## src/cpuPkg.sv

```systemverilog
package cpuPkg;

    typedef logic [7:0]  instrT;   // Instruction or operand byte
    typedef logic [7:0]  addrT;    // Program and data address
    typedef logic [15:0] wordT;    // Limits, indexes, accumulator, memory data

    // Upper nibble of an instruction
    typedef enum logic [3:0] {
        NOOP  = 4'd0,
        JMP   = 4'd1,
        COPY  = 4'd2,
        INC   = 4'd3,
        RESET = 4'd4,
        ADD   = 4'd5,
        STORE = 4'd6
    } opcodeT;

    // Loop select from the lower nibble
    typedef enum logic [1:0] {
        LoopM   = 2'd0,
        LoopK   = 2'd1,
        LoopN   = 2'd2,
        LoopAll = 2'd3   // Only meaningful with RESET
    } loopSelT;

    localparam int NumLoops = 3;

    typedef enum logic [2:0] {
        FetchOp,
        Decode,
        FetchArg,
        DataRead,
        DataWrite,
        Execute
    } seqStateT;

    // Strobes from the sequencer to the counters and the accumulator
    typedef struct packed {
        loopSelT sel;
        logic    loadLimit;
        logic    inc;
        logic    clear;
        logic    clearAll;
        logic    add;
        wordT    loadData;
    } loopCtrlT;

endpackage
```

## src/wbPkg.sv

```systemverilog
package wbPkg;

    // Instruction port, read only
    typedef struct packed {
        logic         cyc;
        logic         stb;
        cpuPkg::addrT adr;
    } wbInstrReqT;

    typedef struct packed {
        logic          ack;
        cpuPkg::instrT dat;
    } wbInstrRspT;

    // Data port
    typedef struct packed {
        logic         cyc;
        logic         stb;
        logic         we;
        cpuPkg::addrT adr;
        cpuPkg::wordT dat;   // Write data
    } wbDataReqT;

    typedef struct packed {
        logic         ack;
        cpuPkg::wordT dat;   // Read data, valid with ack
    } wbDataRspT;

endpackage

```

## src/loopCore.sv

```systemverilog
`timescale 1ns/1ps

module loopCore #(
    parameter cpuPkg::addrT ResetPc = '0
) (
    input  logic               Clk,
    input  logic               arstN,
    output wbPkg::wbInstrReqT  instrReq,
    input  wbPkg::wbInstrRspT  instrRsp,
    output wbPkg::wbDataReqT   dataReq,
    input  wbPkg::wbDataRspT   dataRsp
);
    import cpuPkg::*;

    loopCtrlT              loopCtrl;
    wordT                  indexes [NumLoops];
    logic [NumLoops-1:0]   dones;
    logic                  selDone;
    wordT                  acc;

    sequencer #(
        .ResetPc (ResetPc)
    ) sequencer_i (
        .Clk      (Clk),
        .arstN    (arstN),
        .instrReq (instrReq),
        .instrRsp (instrRsp),
        .dataReq  (dataReq),
        .dataRsp  (dataRsp),
        .selDone  (selDone),
        .acc      (acc),
        .loopCtrl (loopCtrl)
    );

    // M, K and N counters in selector order
    for (genvar i = 0; i < NumLoops; i++) begin : genLoop
        loopCounter #(
            .LoopId (loopSelT'(i))
        ) loopCounter_i (
            .Clk      (Clk),
            .arstN    (arstN),
            .loopCtrl (loopCtrl),
            .index    (indexes[i]),
            .done     (dones[i])
        );
    end

    accumulatorUnit accumulatorUnit_i (
        .Clk      (Clk),
        .arstN    (arstN),
        .loopCtrl (loopCtrl),
        .indexes  (indexes),
        .dones    (dones),
        .selDone  (selDone),
        .acc      (acc)
    );

endmodule

```

## src/sequencer.sv

```systemverilog
`timescale 1ns/1ps

module sequencer #(
    parameter cpuPkg::addrT ResetPc = '0
) (
    input  logic               Clk,
    input  logic               arstN,
    output wbPkg::wbInstrReqT  instrReq,
    input  wbPkg::wbInstrRspT  instrRsp,
    output wbPkg::wbDataReqT   dataReq,
    input  wbPkg::wbDataRspT   dataRsp,
    input  logic               selDone,
    input  cpuPkg::wordT       acc,
    output cpuPkg::loopCtrlT   loopCtrl
);
    import cpuPkg::*;

    seqStateT state;
    addrT     pc;
    instrT    ir;
    addrT     argAddr;    // Immediate data address of COPY and STORE
    wordT     dataWord;   // Limit read by COPY
    opcodeT   opcode;
    loopSelT  sel;

    assign opcode = opcodeT'(ir[7:4]);
    assign sel    = loopSelT'(ir[1:0]);

    // Bus requests are registered, a transfer ends the cycle after ack
    always_ff @(posedge Clk or negedge arstN) begin
        if (!arstN) begin
            state    <= FetchOp;
            pc       <= ResetPc;
            ir       <= '0;
            instrReq <= '0;
            dataReq  <= '0;
        end else begin
            case (state)
                FetchOp: begin
                    if (!instrReq.cyc) begin
                        instrReq.cyc <= 1'b1;
                        instrReq.stb <= 1'b1;
                        instrReq.adr <= pc;
                    end else if (instrRsp.ack) begin
                        instrReq.cyc <= 1'b0;
                        instrReq.stb <= 1'b0;
                        ir           <= instrRsp.dat;
                        pc           <= pc + 1'b1;
                        state        <= Decode;
                    end
                end
                Decode: begin
                    case (opcode)
                        JMP: begin
                            if (selDone) begin
                                pc    <= pc + 1'b1;   // Skip the target byte
                                state <= FetchOp;
                            end else begin
                                state <= FetchArg;
                            end
                        end
                        COPY, STORE:     state <= FetchArg;
                        INC, RESET, ADD: state <= Execute;
                        default:         state <= FetchOp;   // NOOP and unused codes
                    endcase
                end
                FetchArg: begin
                    if (!instrReq.cyc) begin
                        instrReq.cyc <= 1'b1;
                        instrReq.stb <= 1'b1;
                        instrReq.adr <= pc;
                    end else if (instrRsp.ack) begin
                        instrReq.cyc <= 1'b0;
                        instrReq.stb <= 1'b0;
                        if (opcode == JMP) begin
                            pc    <= instrRsp.dat;   // Jump taken
                            state <= FetchOp;
                        end else begin
                            pc    <= pc + 1'b1;
                            state <= (opcode == COPY) ? DataRead : DataWrite;
                        end
                    end
                end
                DataRead: begin
                    if (!dataReq.cyc) begin
                        dataReq.cyc <= 1'b1;
                        dataReq.stb <= 1'b1;
                        dataReq.we  <= 1'b0;
                        dataReq.adr <= argAddr;
                    end else if (dataRsp.ack) begin
                        dataReq.cyc <= 1'b0;
                        dataReq.stb <= 1'b0;
                        state       <= Execute;
                    end
                end
                DataWrite: begin
                    if (!dataReq.cyc) begin
                        dataReq.cyc <= 1'b1;
                        dataReq.stb <= 1'b1;
                        dataReq.we  <= 1'b1;
                        dataReq.adr <= argAddr;
                        dataReq.dat <= acc;
                    end else if (dataRsp.ack) begin
                        dataReq.cyc <= 1'b0;
                        dataReq.stb <= 1'b0;
                        dataReq.we  <= 1'b0;
                        state       <= FetchOp;
                    end
                end
                Execute: state <= FetchOp;   // Strobe goes out this cycle
                default: state <= FetchOp;
            endcase
        end
    end

    // Operand capture
    always_ff @(posedge Clk) begin
        if (state == FetchArg && instrReq.cyc && instrRsp.ack) begin
            argAddr <= instrRsp.dat;
        end
        if (state == DataRead && dataReq.cyc && dataRsp.ack) begin
            dataWord <= dataRsp.dat;
        end
    end

    // One strobe, for one cycle, only in Execute
    always_comb begin
        loopCtrl          = '0;
        loopCtrl.sel      = sel;
        loopCtrl.loadData = dataWord;
        if (state == Execute) begin
            case (opcode)
                COPY: loopCtrl.loadLimit = 1'b1;
                INC:  loopCtrl.inc       = 1'b1;
                RESET: begin
                    if (sel == LoopAll) begin
                        loopCtrl.clearAll = 1'b1;
                    end else begin
                        loopCtrl.clear = 1'b1;
                    end
                end
                ADD:     loopCtrl.add = 1'b1;
                default: loopCtrl.add = 1'b0;
            endcase
        end
    end

    assert property (@(posedge Clk) disable iff (!arstN)
        (instrReq.stb |-> instrReq.cyc) and (dataReq.stb |-> dataReq.cyc));

    // Wishbone classic, request frozen until ack
    assert property (@(posedge Clk) disable iff (!arstN)
        instrReq.stb && !instrRsp.ack |=> $stable(instrReq));

    assert property (@(posedge Clk) disable iff (!arstN)
        dataReq.stb && !dataRsp.ack |=> $stable(dataReq));

endmodule

```

## src/accumulatorUnit.sv

```systemverilog
`timescale 1ns/1ps

module accumulatorUnit (
    input  logic                         Clk,
    input  logic                         arstN,
    input  cpuPkg::loopCtrlT             loopCtrl,
    input  cpuPkg::wordT                 indexes [cpuPkg::NumLoops],
    input  logic [cpuPkg::NumLoops-1:0]  dones,
    output logic                         selDone,
    output cpuPkg::wordT                 acc
);
    import cpuPkg::*;

    wordT selIndex;

    // Index and done flag of the selected loop
    always_comb begin
        selIndex = '0;
        selDone  = 1'b1;   // No counter behind LoopAll, JMP falls through
        if (loopCtrl.sel != LoopAll) begin
            selIndex = indexes[loopCtrl.sel];
            selDone  = dones[loopCtrl.sel];
        end
    end

    always_ff @(posedge Clk or negedge arstN) begin
        if (!arstN) begin
            acc <= '0;
        end else if (loopCtrl.clearAll) begin
            acc <= '0;
        end else if (loopCtrl.add) begin
            acc <= acc + selIndex;   // Modulo 2**16
        end
    end

    // ADD always names one of the three loops
    assert property (@(posedge Clk) disable iff (!arstN)
        loopCtrl.add |-> loopCtrl.sel != LoopAll);

endmodule

```

## src/loopCounter.sv

```systemverilog
`timescale 1ns/1ps

module loopCounter #(
    parameter cpuPkg::loopSelT LoopId = cpuPkg::LoopM
) (
    input  logic             Clk,
    input  logic             arstN,
    input  cpuPkg::loopCtrlT loopCtrl,
    output cpuPkg::wordT     index,
    output logic             done
);
    import cpuPkg::*;

    wordT limit;
    logic hit;   // This loop is addressed

    assign hit = (loopCtrl.sel == LoopId);

    always_ff @(posedge Clk or negedge arstN) begin
        if (!arstN) begin
            limit <= '0;
            index <= '0;
        end else begin
            if (hit && loopCtrl.loadLimit) begin
                limit <= loopCtrl.loadData;
            end
            if (loopCtrl.clearAll || (hit && loopCtrl.clear)) begin
                index <= '0;
            end else if (hit && loopCtrl.inc) begin
                index <= index + 1'b1;   // Wraps at 16 bits
            end
        end
    end

    assign done = (index == limit);   // JMP falls through when set

    // The sequencer never clears and steps an index in the same cycle
    assert property (@(posedge Clk) disable iff (!arstN)
        !(loopCtrl.inc && (loopCtrl.clear || loopCtrl.clearAll)));

endmodule

```

## config.mk

```make
export PLATFORM = sky130hd
export DESIGN_NAME = loopCore
export DESIGN_NICKNAME = d
export VERILOG_FILES = /design/src/cpuPkg.sv /design/src/wbPkg.sv /design/src/loopCore.sv /design/src/sequencer.sv /design/src/accumulatorUnit.sv /design/src/loopCounter.sv
export SDC_FILE = /design/constraint.sdc
export NUM_CORES = 1
export LEC_CHECK = 0
export ABC_AREA = 1
export ABC_CLOCK_PERIOD_IN_PS = 2850
export BUFFER_PORTS_ARGS = -buffer_cell sky130_fd_sc_hd__buf_2
export CORE_MARGIN = 2
export CORE_UTILIZATION = 61
export DETAILED_ROUTE_END_ITERATION = 6
export PLACE_DENSITY = 0.8
export SYNTH_ARGS = -nofsm -noshare
export SYNTH_HDL_FRONTEND = slang
export SYNTH_SLANG_ARGS = --single-unit
```

## constraint.sdc

```tcl
create_clock -name Clk -period 2.85 [get_ports Clk]
set_input_delay 0.4275 -clock Clk [delete_from_list [all_inputs] [get_ports Clk]]
set_output_delay 0.4275 -clock Clk [all_outputs]
set_load 0.005 [all_outputs]
```

==> impl_metrics.tcl, run 1 <==
set metrics [dict create \
    status "finished with violations" \
    violations "hold timing" \
    antenna_found_initial 0 \
    drt-pass1-iter-count 5 \
    vias 8500 \
    most-common-layout-cells "nand2_1 (322), dfrtp_1 (166), inv_1 (165), o21ai_0 (133), nor2_1 (89)" \
    slowest_stage "dfrtp_1" \
    yosysWarnings 0 \
    synth_seq_area_share 0.4970 \
    cts_max_level 4 \
    critPathKind "reg2reg" \
    final_max_slew_viol_count 0 \
    hold_viol 2 \
    wirelength_um 25230 \
    hpwl_um 19150 \
    layout.cells.non_filler 1511 \
    cts.path.max_buffers 2 \
    antenna_cells 0 \
    clock_skew_ns 0.01207 \
    p_leak_nw 5.441 \
    p_comb_frac 0.221 \
    yosysTopAreaCell "dfrtp_1" \
    cts_resized 0 \
    cp-start-kind "flip-flop" \
    drc 0 \
    overflow 0 \
    ys.flop_type "dfrtp_1" \
    finalSetupTns_ns 0 \
    fillCellCount 1294 \
    path_common_cell "o21ai_0" \
    grt_pass1_vias 8034 \
    pwr-share-seq 0.455 \
    clock_latency_ns 0.44 \
    critical-path-top-delay-family "compound AO/OA/AOI/OAI gates" \
    dp.cells 1479 \
    multiInputGateArea_um2 4214 \
    numPortBuffers 64 \
    p_int_w 0.004952 \
    netlist_instances 1202 \
    die_h_um 130.8 \
    maxSlewHeadroom 0.5154 \
    die_x_um 130.8 \
    r2r_slack_ns 0.26 \
    path_max_fanout 9 \
    arrival_ns 2.91 \
    maxCapViolations 0 \
    finalPower_w 0.007556 \
    core_um2 15830 \
    grt_use_total 0.3098 \
    start_util 0.6197 \
    setup_viol_count_final 0 \
    grt_setup_unrepaired "false" \
    cts_root_buffer "clkbuf_16" \
    synthesis.nets 1250 \
    synthTopCellsByArea "dfrtp_1 (42%), nand2_1 (12%), edfxtp_1 (7.3%)" \
    crit_path_max_incr_delay_ns 0.43 \
    gp_congestion 0.9779 \
    cts_hold_buffers 0 \
    dieArea_um2 17110 \
    power.density_nw_per_um2 679.8 \
    p_clk_frac 0.324 \
    critPathRequiredTime_ns 3.17 \
    layout_min_cycle_time_ns 2.591 \
    crit_chain "inv_1 > nand2_2 > buf_4 > o221ai_1 > ha_1 > a21oi_1 > o21ai_0 > a211oi_1 > nand3_1 > nand2_1 > o21ai_0" \
    cts_setup_buffers 0 \
    synthArstFlopShare 0.8737 \
    numCtsBuffers 17 \
    ir_worst_vdd_mv 0.5330 \
    synth_top_area_share 0.4235 \
    initialDrtViolationCount 750 \
    area_delta_synth_final_pct 13.33 \
    finish.utilization 0.7023 \
    grt_pass1_wl_um 40350 \
    reg2regPathDepth 11 \
    netlist_area_um2 9808 \
    drt-vias-per-instance 5.625 \
    period_share 0.9092 \
    row_count 46 \
    syn_avg_cell_area_um2 8.160 \
    switching_share 0.3446 \
    ys_ff_latch 190 \
    min_path_type "in2async" \
    tightest_slew_ns 0.7268 \
    cts_tree "done" \
    pin_count 65 \
    cts_num_sinks 190 \
    reg2reg_to "accumulatorUnit_i.acc[14]" \
    wl_per_cell_um 16.70 \
    clk_pin_slew_worst_paths_ns 0.08 \
    endpoint_kind "flip-flop" \
    p_sw_w 0.002604 \
    grt_start_max_net_pins 71 \
    fmax_mhz 385.9 \
    nets 1330 \
    layout_commonest_cell "nand2_1" \
    synth_edf_count 24 \
    synth_cell_types 48 \
    holdWs_ns -0.004066 \
    crit_buf_inv 2 \
    ant_nets 0 \
    regArea_um2 4875 \
    drive_gt1_frac 0.1212 \
    worstReg2RegStart "sequencer_i.ir[1]" \
]
## logic make-up after synthesis
group / after synthesis / synth area share
AOI/OAI and AO/OA: 233 / 0.1327
DFF: 190 / 0.4970
muxes: 8 / 0.009185
adders and majority gates: 20 / 0.02628
xor gates and xnor gates: 27 / 0.02411
buffers and inverters: 194 / 0.07463
and+or+nand+nor: 530 / 0.2361
## through the flow
| stage | setup slack, ns | area (um^2) |
|---|---|---|
| after floorplan | 0.5308 | 9808 |
| after global placement | 0.1833 | 10470 |
| after detailed placement | 0.1042 | 10470 |
| after CTS | 0.1042 | 11100 |
| after global routing | 0.05499 | 11120 |
| final | 0.2588 | 11120 |
## layout make-up
| cell class | instances | area share |
|---|---|---|
| clock buffers | 18 | 0.03951 |
| inverters | 176 | 0.05988 |
| multi-input cells | 818 | 0.3791 |
| flip-flops and latches | 190 | 0.4385 |
| repair buffers | 79 | 0.04176 |
| well taps | 216 | 0.02431 |
| clock inverters | 14 | 0.01688 |
## registers in the layout, indices dropped and copies added, names as in the netlist
signal,cells
accumulatorUnit_i.acc,16
sequencer_i.dataReq,27
sequencer_i.pc,8
sequencer_i.state,3
genLoop.loopCounter_i.index,48
sequencer_i.dataWord,16
sequencer_i.ir,6
sequencer_i.argAddr,8
sequencer_i.instrReq,10
genLoop.loopCounter_i.limit,48
## how the worst max path moves through the flow
| stage | from | end | slack (ns) | cells past startpoint |
|---|---|---|---|---|
| 3_3_place_gp | sequencer_i.ir[1] | accumulatorUnit_i.acc[14] | 0.18 | 15 |
| 6_report | sequencer_i.ir[1] | accumulatorUnit_i.acc[14] | 0.26 | 11 |
| 2_1_floorplan | sequencer_i.ir[1] | accumulatorUnit_i.acc[14] | 0.53 | 14 |
| 5_1_grt | sequencer_i.ir[1] | accumulatorUnit_i.acc[8] | 0.05 | 14 |
| 3_5_place_dp | sequencer_i.ir[1] | accumulatorUnit_i.acc[14] | 0.10 | 15 |
| 4_1_cts | sequencer_i.ir[1] | accumulatorUnit_i.acc[14] | 0.10 | 15 |
## layer usage
layer	track usage	vias up	share of wire
li1	-	4105	-
met1	0.4124	3972	0.42
met2	0.5012	343	0.47
met3	0.04520	80	0.065
met4	0.1533	0	0.044
met5	0	-	0
## synth_stat cells (2+ instances only)
| master | count |
|---|---|
| nand2_1 | 324 |
| dfrtp_1 | 166 |
| inv_1 | 165 |
| o21ai_0 | 134 |
| nor2_1 | 89 |
| nand3_1 | 54 |
| a21oi_1 | 49 |
| edfxtp_1 | 24 |
| nor3_1 | 22 |
| ha_1 | 19 |
| clkbuf_1 | 16 |
| o221ai_1 | 14 |
| xnor2_1 | 14 |
| xor2_1 | 13 |
| nand4_1 | 11 |
| a211oi_1 | 8 |
| mux2_2 | 8 |
| inv_2 | 7 |
| o22ai_1 | 7 |
| nor3_2 | 6 |
| nor2_4 | 5 |
| nand2_4 | 4 |
| nor4_1 | 4 |
| a31oi_1 | 3 |
| o21ai_1 | 3 |
| o21bai_1 | 3 |
| clkinv_1 | 2 |
| clkinv_2 | 2 |
| nand3_4 | 2 |
| nand3b_1 | 2 |
| nor3b_1 | 2 |
| o21ai_2 | 2 |
| o221a_2 | 2 |
| o31ai_1 | 2 |
## power groups by stage
stage	Combinational [W]	Clock, W	Sequential (W)
after global placement	0.00159	0	0.00347
final	0.00167	0.00245	0.00344
after CTS	0.00166	0.00246	0.00343
after floorplan	0.00111	0	0.00341
after global routing	0.00191	0.00259	0.00349
after detailed placement	0.00164	0	0.00348
(Power assumes the default switching activity.)
==> run 2, diff against run 1 <==
==> constraint.sdc (replaced) <==
create_clock -name Clk -period 2.85 [get_ports Clk]
set_input_delay 0.57 -clock Clk [delete_from_list [all_inputs] [get_ports Clk]]
set_output_delay 0.57 -clock Clk [all_outputs]
set_load 0.005 [all_outputs]
==> impl_metrics.tcl, run 2 (synthesized netlist as in run 1, its figures left out) <==
set metrics [dict create \
    maxCapViolations 0 \
    setup_viol_count_final 0 \
    hold_viol 0 \
    critPathKind "reg2reg" \
    cts_num_sinks 190 \
    period_share 0.9103 \
    regArea_um2 4875 \
    endpoint_kind "flip-flop" \
    grt_pass1_vias 7781 \
    ir_worst_vdd_mv 0.4554 \
    initialDrtViolationCount 534 \
    arrival_ns 2.92 \
    nets 1327 \
    clock_skew_ns 0.006481 \
    die_x_um 130.8 \
    drt-vias-per-instance 5.622 \
    tightest_slew_ns 0.6991 \
    clk_pin_slew_worst_paths_ns 0.07 \
    overflow 0 \
    wl_per_cell_um 16.71 \
    r2r_slack_ns 0.26 \
    ant_nets 0 \
    cts_max_level 4 \
    place_ws_ns 0.1484 \
    finish.utilization 0.6993 \
    drt-pass1-iter-count 5 \
    drc 0 \
    antenna_found_initial 0 \
    antenna_cells 0 \
    hpwl_um 18830 \
    top_regs "genLoop.loopCounter_i.index: 48 flops, genLoop.loopCounter_i.limit: 48 flops, sequencer_i.dataReq: 27 flops" \
    clock_latency_ns 0.44 \
    place_area_um2 10450 \
    critPathRequiredTime_ns 3.18 \
    power.density_nw_per_um2 680.4 \
    fillCellCount 1285 \
    finalSetupTns_ns 0 \
    layout_commonest_cell "nand2_1" \
    pin_count 65 \
    numCtsBuffers 17 \
    row_count 46 \
    dieArea_um2 17110 \
    status "completed" \
    maxSlewHeadroom 0.5290 \
    grt_pass1_wl_um 39250 \
    setup_ws_ns 0.2556 \
    grt_start_max_net_pins 69 \
    start_util 0.6197 \
    wirelength_um 25200 \
    cts_root_buffer "clkbuf_16" \
    grt_use_total 0.3028 \
    vias 8478 \
    final_area_um2 11070 \
    min_path_type "in2async" \
    cp-start-kind "flip-flop" \
    multiInputGateArea_um2 4213 \
    die_h_um 130.8 \
    cts_setup_buffers 0 \
    grt_setup_unrepaired "false" \
    numPortBuffers 64 \
    area_delta_synth_final_pct 12.85 \
    path_max_fanout 9 \
    core_um2 15830 \
    layout_min_cycle_time_ns 2.594 \
    p_leak_nw 5.415 \
    cts_tree "done" \
    most-common-layout-cells "nand2_1 (321), dfrtp_1 (166), inv_1 (165), o21ai_0 (133), nor2_1 (89)" \
    fmax_mhz 385.4 \
    drive_gt1_frac 0.1192 \
    final_max_slew_viol_count 0 \
    gp_congestion 0.9885 \
    cts.path.max_buffers 2 \
]
## run 2: cell count changes in the layout (fill, tap and decap cells not counted), moves of 2 or more
cell	previous run	this run
buf_4	13	10
clkinv_8	7	2
clkinvlp_4	0	2
inv_8	2	5
## run 2: worst paths after layout
path                                             end  depth (start not counted)              startpoint
hold reg to reg              sequencer_i.dataReq[23]                          2  sequencer_i.argAddr[7]
setup reg to reg           accumulatorUnit_i.acc[15]                         14       sequencer_i.ir[1]
min in group Clk             sequencer_i.dataWord[1]                          1              dataRsp[1]
max in group asynchronous    sequencer_i.instrReq[8]                          2                   arstN
hold / removal               sequencer_i.dataReq[11]                          1                   arstN
setup / recovery           accumulatorUnit_i.acc[15]                         14       sequencer_i.ir[1]
## run 2: worst max-delay path, cell delays in order (launching register included)
cell     delay (ns)
dfrtp_1        0.42
inv_1          0.10
nand2_2        0.17
inv_1          0.19
a21oi_1        0.18
o21ai_0        0.16
ha_1           0.37
a21oi_1        0.19
o21ai_0        0.11
inv_1          0.10
nor2_1         0.05
nor3_1         0.21
nand3_1        0.10
nand3_1        0.09
nand2_1        0.05
## run 2: layout make-up
| cell class | instances | area share |
|---|---|---|
| Clock inverter | 13 | 0.01255 |
| Tap cell | 216 | 0.02442 |
| Timing Repair Buffer | 76 | 0.03991 |
| Clock buffer | 19 | 0.04194 |
| Inverter | 176 | 0.06014 |
| Multi-Input combinational cell | 818 | 0.3806 |
| Sequential cell | 190 | 0.4404 |
## run 2: timing repair
| action | CTS | global route |
|---|---|---|
| hold buffers | 0 | 0 |
| gates resized for setup | 0 | 8 |
| endpoints found under the setup margin | 0 | 7 |
## run 2: per-layer routing
metal	up-vias	GRT usage	wire (um)
li1	4090	-	-
met1	4033	0.4072	10850
met2	298	0.4936	12010
met5	-	0	0
met3	57	0.04153	1371
met4	0	0.1364	976
## run 2: power by group
part	total, W	leakage (nW)	internal, W	switching [W]
clock	0.00242	0.291	0.00125	0.00117
combinational	0.00167	2.65	0.000612	0.00106
sequential	0.00345	2.47	0.00310	0.000343
total	0.00753	5.41	0.00496	0.00257
## run 2: stage by stage
step | std cells | power [W] | hold WS [ns]
2_1_floorplan | 1202 | 0.004522 | 0.2744
3_3_place_gp | 1476 | 0.005047 | 0.4282
3_5_place_dp | 1476 | 0.005112 | 0.4324
4_1_cts | 1508 | 0.007527 | 0.1626
5_1_grt | 1508 | 0.007944 | 0.1947
6_report | 1508 | 0.007531 | 0.1417
